## config.mk

```make
export PLATFORM = sky130hd
export DESIGN_NAME = game_sound_top
export DESIGN_NICKNAME = d
export VERILOG_FILES = /design/src/source/audio_pkg.sv /design/src/source/audio_mux.sv /design/src/source/melody_rom.sv /design/src/source/note_sequencer.sv /design/src/source/tone_generator.sv /design/src/source/game_sound_top.sv
export SDC_FILE = /design/constraint.sdc
export NUM_CORES = 1
export LEC_CHECK = 0
export ABC_AREA = 1
export BUFFER_PORTS_ARGS = -buffer_cell sky130_fd_sc_hd__buf_4
export CAP_MARGIN = 10
export CORE_UTILIZATION = 39
export DETAILED_ROUTE_END_ITERATION = 12
export GPL_TIMING_DRIVEN = 0
export PLACE_DENSITY_LB_ADDON = 0.08
export SETUP_SLACK_MARGIN = 0.5
export SLEW_MARGIN = 20
export SYNTH_ARGS = -nofsm -noshare
export SYNTH_HDL_FRONTEND = slang
export SYNTH_SLANG_ARGS = --single-unit
```

## constraint.sdc

```tcl
create_clock -name clk -period 1.9 [get_ports clk]
set_clock_uncertainty 0.15 [all_clocks]
set_input_delay 0.38 -clock clk [delete_from_list [all_inputs] [get_ports clk]]
set_output_delay 0.38 -clock clk [all_outputs]
set_load 0.02 [all_outputs]
```

## src/source/audio_pkg.sv

```systemverilog
`default_nettype none

package audio_pkg;

	// ----------------------------------------
	// melody ids
	// ----------------------------------------
	localparam int MELODY_W = 4;

	localparam logic [MELODY_W-1:0] MEL_HIT       = 4'd11;
	localparam logic [MELODY_W-1:0] MEL_LOST      = 4'd12;
	localparam logic [MELODY_W-1:0] MEL_POWER     = 4'd13;
	localparam logic [MELODY_W-1:0] MEL_JEWEL     = 4'd14;
	localparam logic [MELODY_W-1:0] MEL_OBJECTIVE = 4'd15;

	// ----------------------------------------
	// note table widths and timing
	// ----------------------------------------
	localparam int NOTE_W        = 4;  // code 0 = rest
	localparam int DUR_W         = 3;  // dur 0 = end of melody
	localparam int STEP_W        = 2;  // max four notes
	localparam int TICK_CYCLES   = 16; // cycles per duration unit, short for sim
	localparam int TICK_W        = $clog2(TICK_CYCLES);
	localparam int HALF_PERIOD_W = 8;

	// note code to half period in clock cycles, 0 means silence
	function automatic logic [HALF_PERIOD_W-1:0] note_half_period(
		input logic [NOTE_W-1:0] code
	);
		logic [HALF_PERIOD_W-1:0] hp;
		if (code == '0)
			hp = '0;
		else
			hp = HALF_PERIOD_W'(4) + (HALF_PERIOD_W'(code) << 1); // 4 + 2*code
		return hp;
	endfunction

endpackage

`default_nettype wire

```

## src/source/audio_mux.sv

```systemverilog
`timescale 1ns/1ns
`default_nettype none

module audio_mux (
	input  logic                          clk,
	input  logic                          resetN,
	input  logic                          speed_power_up,
	input  logic                          live_power_up,
	input  logic                          bomb_power_up,
	input  logic                          clock_power_up,
	input  logic                          jewel_power_up,
	input  logic                          player_objective,
	input  logic                          player_hit,
	input  logic                          game_lost,      // level, edge counts
	input  logic                          melody_ended,
	output logic                          start_melody,   // one cycle pulse
	output logic [audio_pkg::MELODY_W-1:0] melody_select, // held until next start
	output logic                          sound_busy
);

	import audio_pkg::*;

	typedef enum logic {
		S_IDLE,
		S_PLAY
	} mux_state_t;

	mux_state_t state;

	logic game_lost_d;    // last sampled level
	logic game_lost_rise; // high one cycle on 0->1
	logic any_power;      // non-jewel power-ups
	logic any_event;

	// ----------------------------------------
	// game_lost edge detect
	// ----------------------------------------
	always_ff @(posedge clk or negedge resetN) begin
		if (!resetN) begin
			game_lost_d <= 1'b0;
		end else begin
			game_lost_d <= game_lost; // tracks even while busy, so edges get lost
		end
	end

	assign game_lost_rise = game_lost & ~game_lost_d;

	assign any_power = speed_power_up | live_power_up | bomb_power_up | clock_power_up;
	assign any_event = jewel_power_up | any_power | player_objective | player_hit
		| game_lost_rise;

	// ----------------------------------------
	// idle / play FSM
	// ----------------------------------------
	always_ff @(posedge clk or negedge resetN) begin
		if (!resetN) begin
			state         <= S_IDLE;
			melody_select <= '0;
			start_melody  <= 1'b0;
		end else begin
			start_melody <= 1'b0; // default, pulse only
			case (state)
				S_IDLE: begin
					if (any_event) begin
						state        <= S_PLAY;
						start_melody <= 1'b1;
					end
					// fixed priority, jewel first
					if (jewel_power_up)
						melody_select <= MEL_JEWEL;
					else if (any_power)
						melody_select <= MEL_POWER;
					else if (player_objective)
						melody_select <= MEL_OBJECTIVE;
					else if (player_hit)
						melody_select <= MEL_HIT;
					else if (game_lost_rise)
						melody_select <= MEL_LOST;
				end
				S_PLAY: begin
					// events dropped here
					if (melody_ended)
						state <= S_IDLE;
				end
				default: state <= S_IDLE;
			endcase
		end
	end

	assign sound_busy = (state == S_PLAY);

endmodule

`default_nettype wire

```

## src/source/melody_rom.sv

```systemverilog
`timescale 1ns/1ns
`default_nettype none

module melody_rom (
	input  logic [audio_pkg::MELODY_W-1:0] melody_select,
	input  logic [audio_pkg::STEP_W-1:0]   step_index,
	output logic [audio_pkg::NOTE_W-1:0]   note_code,
	output logic [audio_pkg::DUR_W-1:0]    note_dur
);

	import audio_pkg::*;

	logic [NOTE_W+DUR_W-1:0] entry; // {code, dur}

	// ----------------------------------------
	// note table, {code, units}
	// ----------------------------------------
	always_comb begin
		entry = '0; // unknown id -> empty melody
		case (melody_select)
			MEL_HIT: begin // short low drop
				case (step_index)
					2'd0:    entry = {4'd3, 3'd1};
					2'd1:    entry = {4'd1, 3'd2};
					default: entry = {4'd0, 3'd0}; // end
				endcase
			end
			MEL_LOST: begin // slow fall, rest in the middle
				case (step_index)
					2'd0:    entry = {4'd8, 3'd2};
					2'd1:    entry = {4'd0, 3'd1}; // rest
					2'd2:    entry = {4'd4, 3'd2};
					default: entry = {4'd1, 3'd3};
				endcase
			end
			MEL_POWER: begin
				case (step_index)
					2'd0:    entry = {4'd5, 3'd1};
					2'd1:    entry = {4'd9, 3'd1};
					2'd2:    entry = {4'd12, 3'd2};
					default: entry = {4'd0, 3'd0};
				endcase
			end
			MEL_JEWEL: begin // two high blips
				case (step_index)
					2'd0:    entry = {4'd12, 3'd1};
					2'd1:    entry = {4'd15, 3'd1};
					default: entry = {4'd0, 3'd0};
				endcase
			end
			MEL_OBJECTIVE: begin // rising arpeggio
				case (step_index)
					2'd0:    entry = {4'd6, 3'd1};
					2'd1:    entry = {4'd8, 3'd1};
					2'd2:    entry = {4'd10, 3'd1};
					default: entry = {4'd13, 3'd3};
				endcase
			end
			default: entry = '0;
		endcase
	end

	assign {note_code, note_dur} = entry;

endmodule

`default_nettype wire

```

## src/source/note_sequencer.sv

```systemverilog
`timescale 1ns/1ns
`default_nettype none

module note_sequencer (
	input  logic                        clk,
	input  logic                        resetN,
	input  logic                        start_melody,
	input  logic [audio_pkg::NOTE_W-1:0] note_code,     // from rom
	input  logic [audio_pkg::DUR_W-1:0]  note_dur,      // from rom
	output logic [audio_pkg::STEP_W-1:0] step_index,    // next note to fetch
	output logic [audio_pkg::NOTE_W-1:0] note_code_out,
	output logic                        note_valid,    // high while playing
	output logic                        melody_ended   // one cycle pulse
);

	import audio_pkg::*;

	logic [DUR_W-1:0]  unit_cnt;  // units left in current note
	logic [TICK_W-1:0] tick_cnt;  // cycles inside one unit
	logic              last_note; // current note came from step 3
	logic              tick_wrap;
	logic              note_done;
	logic              load;

	assign tick_wrap = (tick_cnt == TICK_W'(TICK_CYCLES - 1));
	assign note_done = note_valid && tick_wrap && (unit_cnt == DUR_W'(1));
	assign load      = start_melody || note_done; // fetch from rom this edge

	// ----------------------------------------
	// step / unit / tick counters
	// ----------------------------------------
	always_ff @(posedge clk or negedge resetN) begin
		if (!resetN) begin
			step_index    <= '0;
			unit_cnt      <= '0;
			tick_cnt      <= '0;
			last_note     <= 1'b0;
			note_code_out <= '0;
			note_valid    <= 1'b0;
			melody_ended  <= 1'b0;
		end else begin
			melody_ended <= 1'b0;
			if (load) begin
				if (note_dur == '0 || (note_done && last_note)) begin
					// zero duration or past step 3
					note_valid   <= 1'b0;
					melody_ended <= 1'b1;
					step_index   <= '0; // ready for next start
					last_note    <= 1'b0;
				end else begin
					note_code_out <= note_code;
					unit_cnt      <= note_dur;
					tick_cnt      <= '0;
					note_valid    <= 1'b1;
					last_note     <= (step_index == '1);
					step_index    <= step_index + 1'b1; // prefetch next
				end
			end else if (note_valid) begin
				tick_cnt <= tick_cnt + 1'b1; // wraps at TICK_CYCLES
				if (tick_wrap)
					unit_cnt <= unit_cnt - 1'b1;
			end
		end
	end

endmodule

`default_nettype wire

```

## src/source/tone_generator.sv

```systemverilog
`timescale 1ns/1ns
`default_nettype none

module tone_generator (
	input  logic                        clk,
	input  logic                        resetN,
	input  logic [audio_pkg::NOTE_W-1:0] note_code,
	input  logic                        note_valid,
	output logic                        audio_out  // square wave
);

	import audio_pkg::*;

	logic [HALF_PERIOD_W-1:0] half_period;
	logic [HALF_PERIOD_W-1:0] half_cnt;   // cycles until next toggle
	logic [NOTE_W:0]          tone_prev;  // {valid, code} last cycle
	logic                     silent;
	logic                     note_change;

	assign half_period = note_half_period(note_code);
	assign silent      = !note_valid || (note_code == '0); // rest or idle
	assign note_change = ({note_valid, note_code} != tone_prev);

	always_ff @(posedge clk or negedge resetN) begin
		if (!resetN) begin
			audio_out <= 1'b0;
			half_cnt  <= '0;
			tone_prev <= '0;
		end else begin
			tone_prev <= {note_valid, note_code};
			if (silent) begin
				audio_out <= 1'b0;
				half_cnt  <= '0;
			end else if (note_change) begin
				// change seen one edge late, hence -2
				audio_out <= 1'b0;
				half_cnt  <= half_period - HALF_PERIOD_W'(2);
			end else if (half_cnt == '0) begin
				audio_out <= ~audio_out;
				half_cnt  <= half_period - HALF_PERIOD_W'(1);
			end else begin
				half_cnt <= half_cnt - 1'b1;
			end
		end
	end

endmodule

`default_nettype wire

```

## src/source/game_sound_top.sv

```systemverilog
`timescale 1ns/1ns
`default_nettype none

module game_sound_top (
	input  logic                          clk,
	input  logic                          resetN,
	input  logic                          speed_power_up,
	input  logic                          live_power_up,
	input  logic                          bomb_power_up,
	input  logic                          clock_power_up,
	input  logic                          jewel_power_up,
	input  logic                          player_objective,
	input  logic                          player_hit,
	input  logic                          game_lost,
	output logic                          audio_out,
	output logic [audio_pkg::MELODY_W-1:0] melody_select,
	output logic                          sound_busy
);

	import audio_pkg::*;

	// ----------------------------------------
	// internal nets
	// ----------------------------------------
	logic              start_melody;
	logic              melody_ended;
	logic [STEP_W-1:0] step_index;
	logic [NOTE_W-1:0] rom_code;   // rom -> sequencer
	logic [DUR_W-1:0]  rom_dur;
	logic [NOTE_W-1:0] play_code;  // sequencer -> tone
	logic              note_valid;

	audio_mux u_audio_mux (
		.clk              (clk),
		.resetN           (resetN),
		.speed_power_up   (speed_power_up),
		.live_power_up    (live_power_up),
		.bomb_power_up    (bomb_power_up),
		.clock_power_up   (clock_power_up),
		.jewel_power_up   (jewel_power_up),
		.player_objective (player_objective),
		.player_hit       (player_hit),
		.game_lost        (game_lost),
		.melody_ended     (melody_ended),
		.start_melody     (start_melody),
		.melody_select    (melody_select),
		.sound_busy       (sound_busy)
	);

	melody_rom u_melody_rom (
		.melody_select (melody_select),
		.step_index    (step_index),
		.note_code     (rom_code),
		.note_dur      (rom_dur)
	);

	note_sequencer u_note_sequencer (
		.clk           (clk),
		.resetN        (resetN),
		.start_melody  (start_melody),
		.note_code     (rom_code),
		.note_dur      (rom_dur),
		.step_index    (step_index),
		.note_code_out (play_code),
		.note_valid    (note_valid),
		.melody_ended  (melody_ended)
	);

	tone_generator u_tone_generator (
		.clk        (clk),
		.resetN     (resetN),
		.note_code  (play_code),
		.note_valid (note_valid),
		.audio_out  (audio_out)
	);

endmodule

`default_nettype wire

```

==> flow_metrics.tcl, run 1 <==
set metrics [dict create \
    dp_hpwl_um 3570 \
    slowest_delay_ps 490 \
    gp_congestion 0.843 \
    async_reset_ff_share_pct 100 \
    routedWlPerCell_um 13.0 \
    p_sw_w 0.00298 \
    start_util_pct 40.8 \
    grt_max_degree 38 \
    critPathTopFamily "simple AND/OR/NAND/NOR gates" \
    cp_max_fo 5 \
    total_power_w 0.00649 \
    synth.distinct_cells 29 \
    maxCapViolCount 0 \
    cp.depth 12 \
    yosysTopAreaCell "dfrtp_1" \
    postSynthAreaPerCell_um2 7.49 \
    synth_flop_cell "dfrtp_1" \
    synthesis.instances 304 \
    crit_chain "inv_4 -> ha_4 -> inv_2 -> a21oi_2 -> nand2_1 -> nand3b_1 -> nor2_2 -> nand2_2 -> nand3_4 -> buf_6 -> nand3_2 -> o21ai_2" \
    holdPathStages 1 \
    setup-violations-final 0 \
    slew_viol_final 0 \
    drc_errors 0 \
    cp.arrival_ps 1920 \
    fp.dieW_um 78.4 \
    grt_pass1_vias 2149 \
    worstPathRequired_ps 1930 \
    synth-edff-count 0 \
    cts_buffers 5 \
    cp-start-kind "flop" \
    fin_crit_ps 1890 \
    grt_pass1_wl_um 9560 \
    core_area_um2 5570 \
    hold-worst-slack_ps 57.3 \
    seqPwrFrac_pct 21.7 \
    path_buf_inv 3 \
    synth.most_common_cell "nand2_1" \
    p_sw_share_pct 45.9 \
    clk-insertion-delay-late_ps 290 \
    combinationalPowerShare_pct 67.1 \
    reg2regPathDepth 12 \
    ys_seq_area_share_pct 40.7 \
    clk_pin_slew_worst_paths_ps 80 \
    die_h_um 78.4 \
    fmax_mhz 529 \
    r2r_setup_slack_ps 10 \
    outcome "completed" \
    fin_crit_sh_pct 99.5 \
    first_pass_iters 6 \
    ant_nets 0 \
    synth_nets 327 \
    pwr-share-clk_pct 11.2 \
    internal_power_w 0.00351 \
    endpoint_kind "flop" \
    fin_tns_setup_ps 0 \
    drtIter0Drc 104 \
    ys_warn_count 0 \
    wl_um 5780 \
    clk_path_buf_depth 2 \
    dr_total_vias 2174 \
    crit_slowest_cell "dfrtp_2" \
    io-pin-count 16 \
    netlist.area_leader.share_pct 40.7 \
    power_density_nw_per_um2 1910 \
    tritoncts "built" \
    synth.area.top_cells "dfrtp_1 41%, nand2_1 13%, inv_1 8.7%" \
    p_leak_nw 1.67 \
    final_nets 394 \
    antenna_cells 0 \
    io_buffers 15 \
    max-vdd-ir-drop_mv 0.738 \
    ys_ff_latch 37 \
    overflow 0 \
    cts_sinks 37 \
    worst-setup-path-type "flop to flop" \
    die_area_um2 6140 \
    min_path_type "input pin to flop" \
    slew_headroom_pct 67.4 \
    cts-root-buf "clkbuf_8" \
    synthToLayoutAreaGrowth_pct 49.3 \
    worstMarginPinSlew_ps 489 \
    synthesis.area_um2 2280 \
    rsz0062_at_grt "yes" \
    viasPerCell 4.90 \
    rows 27 \
    antenna_found_initial 0 \
    synthTopCellsByCount "76 x nand2_1, 53 x inv_1, 37 x dfrtp_1" \
    track_usage_pct 19.9 \
    layout-drive-gt1-share_pct 46.0 \
    finalHoldViolations 0 \
    ctsHtreeMaxLevel 2 \
]
flip-flops by register name, indices dropped and copies added, names as in the netlist, 2 cells and up:
register	flops
u_note_sequencer.note_code_out	4
u_tone_generator.tone_prev	5
u_audio_mux.melody_select	4
u_note_sequencer.tick_cnt	4
u_note_sequencer.step_index	2
u_tone_generator.half_cnt	8
u_note_sequencer.unit_cnt	3
cells in the final DEF, fill, tap and decap left out, types with 2 or more instances in the layout:
master,instances
o21ai_2,6
dfrtp_2,8
nor3_1,2
inv_2,11
inv_4,2
nand2_2,25
xnor2_1,4
clkbuf_8,6
dfrtp_1,29
nor2_1,20
nand2_4,5
ha_1,6
inv_1,39
nand3_1,15
nand4_1,6
nand3_2,7
ha_4,6
nand3b_1,3
xor2_1,5
nand2_1,49
o21ai_0,10
buf_6,17
nor2_4,5
nor3_4,2
nor2_2,11
nor3_2,3
a21oi_1,5
a21oi_2,3
buf_4,42
through the flow:
stage / instance area (um^2) / instances / worst slack [ps] / utilization, %
final: 3400 / 444 / 10.2 / 60.9
after global routing: 3400 / 444 / -107 / 60.9
after CTS: 3160 / 435 / 52.9 / 56.7
after detailed placement: 2560 / 391 / -58.9 / 45.9
after global placement: 2560 / 391 / -57.9 / 45.9
after floorplan: 2360 / 304 / 181 / -
path summary, 6_finish.rpt:
check | start | end
max in group asynchronous | resetN | u_note_sequencer.note_code_out[2]
worst max register to register | u_note_sequencer.step_index[0] | u_note_sequencer.tick_cnt[0]
worst min-delay path | game_lost | u_audio_mux.game_lost_d
min in group asynchronous | resetN | u_audio_mux.sound_busy
worst min register to register | u_note_sequencer.melody_ended | u_audio_mux.sound_busy
worst max-delay path | u_note_sequencer.step_index[0] | u_note_sequencer.tick_cnt[0]
power by group through the flow:
| stage | Combinational, W | Clock (W) | Sequential (W) |
|---|---|---|---|
| 5_1_grt | 0.00484 | 0.000777 | 0.00145 |
| 4_1_cts | 0.00374 | 0.000742 | 0.00138 |
| 6_report | 0.00435 | 0.000727 | 0.00141 |
| 2_1_floorplan | 0.00211 | 0 | 0.00137 |
| 3_5_place_dp | 0.00269 | 0 | 0.00140 |
| 3_3_place_gp | 0.00266 | 0 | 0.00139 |
layout make-up:
| type | count | area [um^2] |
|---|---|---|
| Fill cell | 487 | 2180 |
| Buffer | 1 | 11.3 |
| Timing Repair Buffer | 60 | 526 |
| Clock inverter | 2 | 37.5 |
| Clock buffer | 6 | 82.6 |
| Multi-Input combinational cell | 213 | 1510 |
| Inverter | 53 | 209 |
| Tap cell | 72 | 90.1 |
| Sequential cell | 37 | 936 |
what timing repair did:
item,4_1_cts,5_1_grt
hold buffers,1,0
endpoints found under the hold margin,37,0
buffers inserted,34,9
gates resized for setup,61,45
cloned,1,0
setup endpoints to repair,29,31
pin swaps,26,29
metal layers:
metal	vias to the layer above	share of wire (%)	GRT usage, %	wire [um]
li1	1093	-	-	-
met1	1011	47	25.7	2690
met2	59	47	33.5	2740
met3	11	4.6	4.42	268
met4	0	1.4	5.00	80
met5	-	0	0	0
kinds of logic after synthesis:
family / synth area share (%)
buffers and inverters: 9.24
adders and majority gates: 7.15
DFF: 40.7
and+or+nand+nor: 30.2
xor gates and xnor gates: 3.85
AOI/OAI and AO/OA: 8.85
(Power assumes the default switching activity.)
==> run 2: changes to the inputs <==
Settings changed: HOLD_SLACK_MARGIN set to 0.08, RECOVER_POWER set to 100, SYNTH_HIERARCHICAL set to 1.
==> flow_metrics.tcl, run 2 <==
set metrics [dict create \
    rsz0062_at_grt "yes" \
    synthesis.area_um2 2530 \
    final_nets 414 \
    tritoncts "built" \
    mostFrequentLayoutCell "nand2_1" \
    grt_pass1_wl_um 8830 \
    synth_top_family_by_area "simple AND/OR/NAND/NOR gates" \
    ant_nets 0 \
    die_h_um 82.5 \
    worst-setup-path-type "flop to flop" \
    fillers 609 \
    hold-worst-slack_ps 252 \
    mostFrequentLayoutCells "84 x nand2_1, 43 x inv_1, 30 x nand3_1, 30 x dfrtp_1, 29 x buf_4" \
    viasPerCell 4.84 \
    ys_warn_count 6 \
    io_buffers 15 \
    fin_crit_ps 1900 \
    synth_nets 362 \
    yosys.area_share.simple_pct 38.4 \
    crit_chain "buf_6 -> ha_2 -> inv_1 -> nand2_1 -> nand3_1 -> nand4_1 -> nor2_1 -> nand2_2 -> nand3_4 -> clkbuf_16 -> nand2_1" \
    synthesis.instances 338 \
    total_power_w 0.00590 \
    grt_pass1_vias 2101 \
    cts-root-buf "clkbuf_8" \
    largest_register_ff_count 8 \
    track_usage_pct 17.2 \
    synth.area.top_cells "dfrtp_1 37%, nand2_1 14%, nand3_1 7.7%" \
    layout-drive-gt1-share_pct 35.5 \
    largestRegisters "u_tone_generator/half_cnt (8), u_tone_generator/tone_prev (5)" \
    setup-violations-final 1 \
    synth.distinct_cells 33 \
    clk-insertion-delay-late_ps 290 \
    synth-edff-count 0 \
    p_leak_nw 1.71 \
    critPathTopFamily "simple AND/OR/NAND/NOR gates" \
    worstMarginPinSlew_ps 931 \
    dp_hpwl_um 3720 \
    first_pass_iters 4 \
    violations "negative setup slack" \
    ctsHtreeMaxLevel 2 \
    drtIter0Drc 87 \
    placed_cell_area_um2 2820 \
    synth.most_common_cell "nand2_1" \
    cts_buffers 5 \
    fp.dieW_um 82.5 \
    dr_total_vias 2256 \
    grt_max_degree 38 \
    start_util_pct 41.5 \
    antenna_found_initial 0 \
    core_area_um2 6100 \
    overflow 0 \
    slew_headroom_pct 37.9 \
    io-pin-count 16 \
    crit_top_cell "nand2_1" \
    netlist.area_leader.share_pct 36.6 \
    yosysTopAreaCell "dfrtp_1" \
    power_density_nw_per_um2 1760 \
    ys_seq_area_share_pct 36.6 \
    clk_path_buf_depth 2 \
    min_path_type "input pin to flop" \
    dp_slack_ps -112 \
    rows 28 \
    worstPathRequired_ps 1920 \
    cp-start-kind "flop" \
    synthTopCellsByCount "96 x nand2_1, 50 x inv_1, 39 x nand3_1" \
    routedWlPerCell_um 12.4 \
    muxShareOfSynthArea_pct 0 \
    synth_flop_cell "dfrtp_1" \
    synthToLayoutAreaGrowth_pct 32.5 \
    crit_slowest_cell "dfrtp_2" \
    synth-xor-area-share_pct 2.42 \
    fmax_mhz 526 \
    die_area_um2 6810 \
    cp_max_fo 5 \
    outcome "finished with violations" \
    async_reset_ff_share_pct 100 \
    ys_ff_latch 37 \
    synthAdderAreaFrac_pct 6.92 \
    multiInputGateArea_um2 1590 \
    seqCellArea_um2 935 \
    cts_sinks 37 \
    gp_congestion 0.902 \
    antenna_cells 0 \
    slew_viol_final 0 \
    cp.arrival_ps 1920 \
    endpoint_kind "flop" \
    finalHoldViolations 0 \
    fin_area_um2 3350 \
    max-vdd-ir-drop_mv 0.692 \
    synth-compound-area-share_pct 6.48 \
    largest-register "u_tone_generator/half_cnt" \
    postSynthAreaPerCell_um2 7.48 \
    maxCapViolCount 0 \
    path_buf_inv 3 \
    drc_errors 0 \
    wl_um 5800 \
    clk_pin_slew_worst_paths_ps 80 \
    utilization_pct 55.0 \
    layout_setup_ws_ps -1.69 \
    fin_crit_sh_pct 100 \
    slowest_delay_ps 450 \
]
run 2: cell types whose count changed in the layout (fill, tap and decap cells not counted), sizes merged, moves of 2 or more:
cell,before,now
xor2,6,3
nand4,6,8
o21bai,0,2
a21oi,9,7
nand3,23,42
inv,52,54
nor3,7,1
buf,60,38
nand2,79,102
or2,2,4
nor2,36,41
clkbuf,6,12
o21ai,18,13
run 2: cell families (layout without fill, tap and decap cells):
| family | Yosys count | count (layout) |
|---|---|---|
| flops | 37 | 37 |
| fa+ha+maj | 14 | 14 |
| xor+xnor | 7 | 7 |
| other cells | 1 | 1 |
| compound gates | 23 | 23 |
| simple gates | 199 | 200 |
| buf+inv | 57 | 109 |
run 2: layout make-up:
cell class / count / area share (%)
plain buffers: 2 / 0.821
inverters: 55 / 6.38
flip-flops and latches: 37 / 27.9
clock buffers: 6 / 2.46
repair buffers: 44 / 11.0
well taps: 75 / 2.80
multi-input cells: 245 / 47.5
clock inverters: 2 / 1.12
run 2: path summary, 6_finish.rpt:
check / startpoint / to / slack [ps] / cells after the start
max: u_note_sequencer/step_index[1] / u_note_sequencer/note_valid / -2 / 11
min: jewel_power_up / u_audio_mux/melody_select[0] / 250 / 4
max reg2reg: u_note_sequencer/step_index[1] / u_note_sequencer/note_valid / -2 / 11
min reg2reg: u_note_sequencer/melody_ended / u_audio_mux/sound_busy / 270 / 1
max in group asynchronous: resetN / u_note_sequencer/step_index[0] / 350 / 2
min in group asynchronous: resetN / u_audio_mux/melody_select[0] / 610 / 2
run 2: power breakdown:
part	internal, W	total (W)	leakage (nW)	switching [W]
Clock	0.000427	0.000711	0.0574	0.000284
Sequential	0.00107	0.00138	0.464	0.000301
Combinational	0.00166	0.00381	1.19	0.00215
Total	0.00316	0.00590	1.71	0.00274
run 2: worst reg2reg max path, stage by stage (launching register included):
cell       delay [ps]
dfrtp_2           450
buf_6             130
ha_2              180
inv_1              50
nand2_1            50
nand3_1            70
nand4_1           120
nor2_1            140
nand2_2           100
nand3_4           120
clkbuf_16         170
nand2_1            50
run 2: metrics by stage:
stage / std cells / TNS (ps)
after global placement: 428 / -914
after floorplan: 338 / 0
after detailed placement: 428 / -1250
after CTS: 461 / -11.0
final: 466 / -1.69
after global routing: 466 / -1060
run 2: what timing repair did:
item	in CTS	in global routing
hold buffers	2	0
cloned	1	1
endpoints found under the hold margin	38	0
endpoints found under the setup margin	29	31
pin swaps	19	11
gates resized for setup	28	46
setup buffers	22	4
run 2: routing by layer:
| layer | routed length [um] | track usage, % | up-vias |
|---|---|---|---|
| met2 | 2890 | 30.3 | 29 |
| met4 | 66 | 6.21 | 0 |
| met3 | 154 | 3.41 | 7 |
| met5 | 0 | 0 | - |
| li1 | - | - | 1158 |
| met1 | 2680 | 20.7 | 1062 |
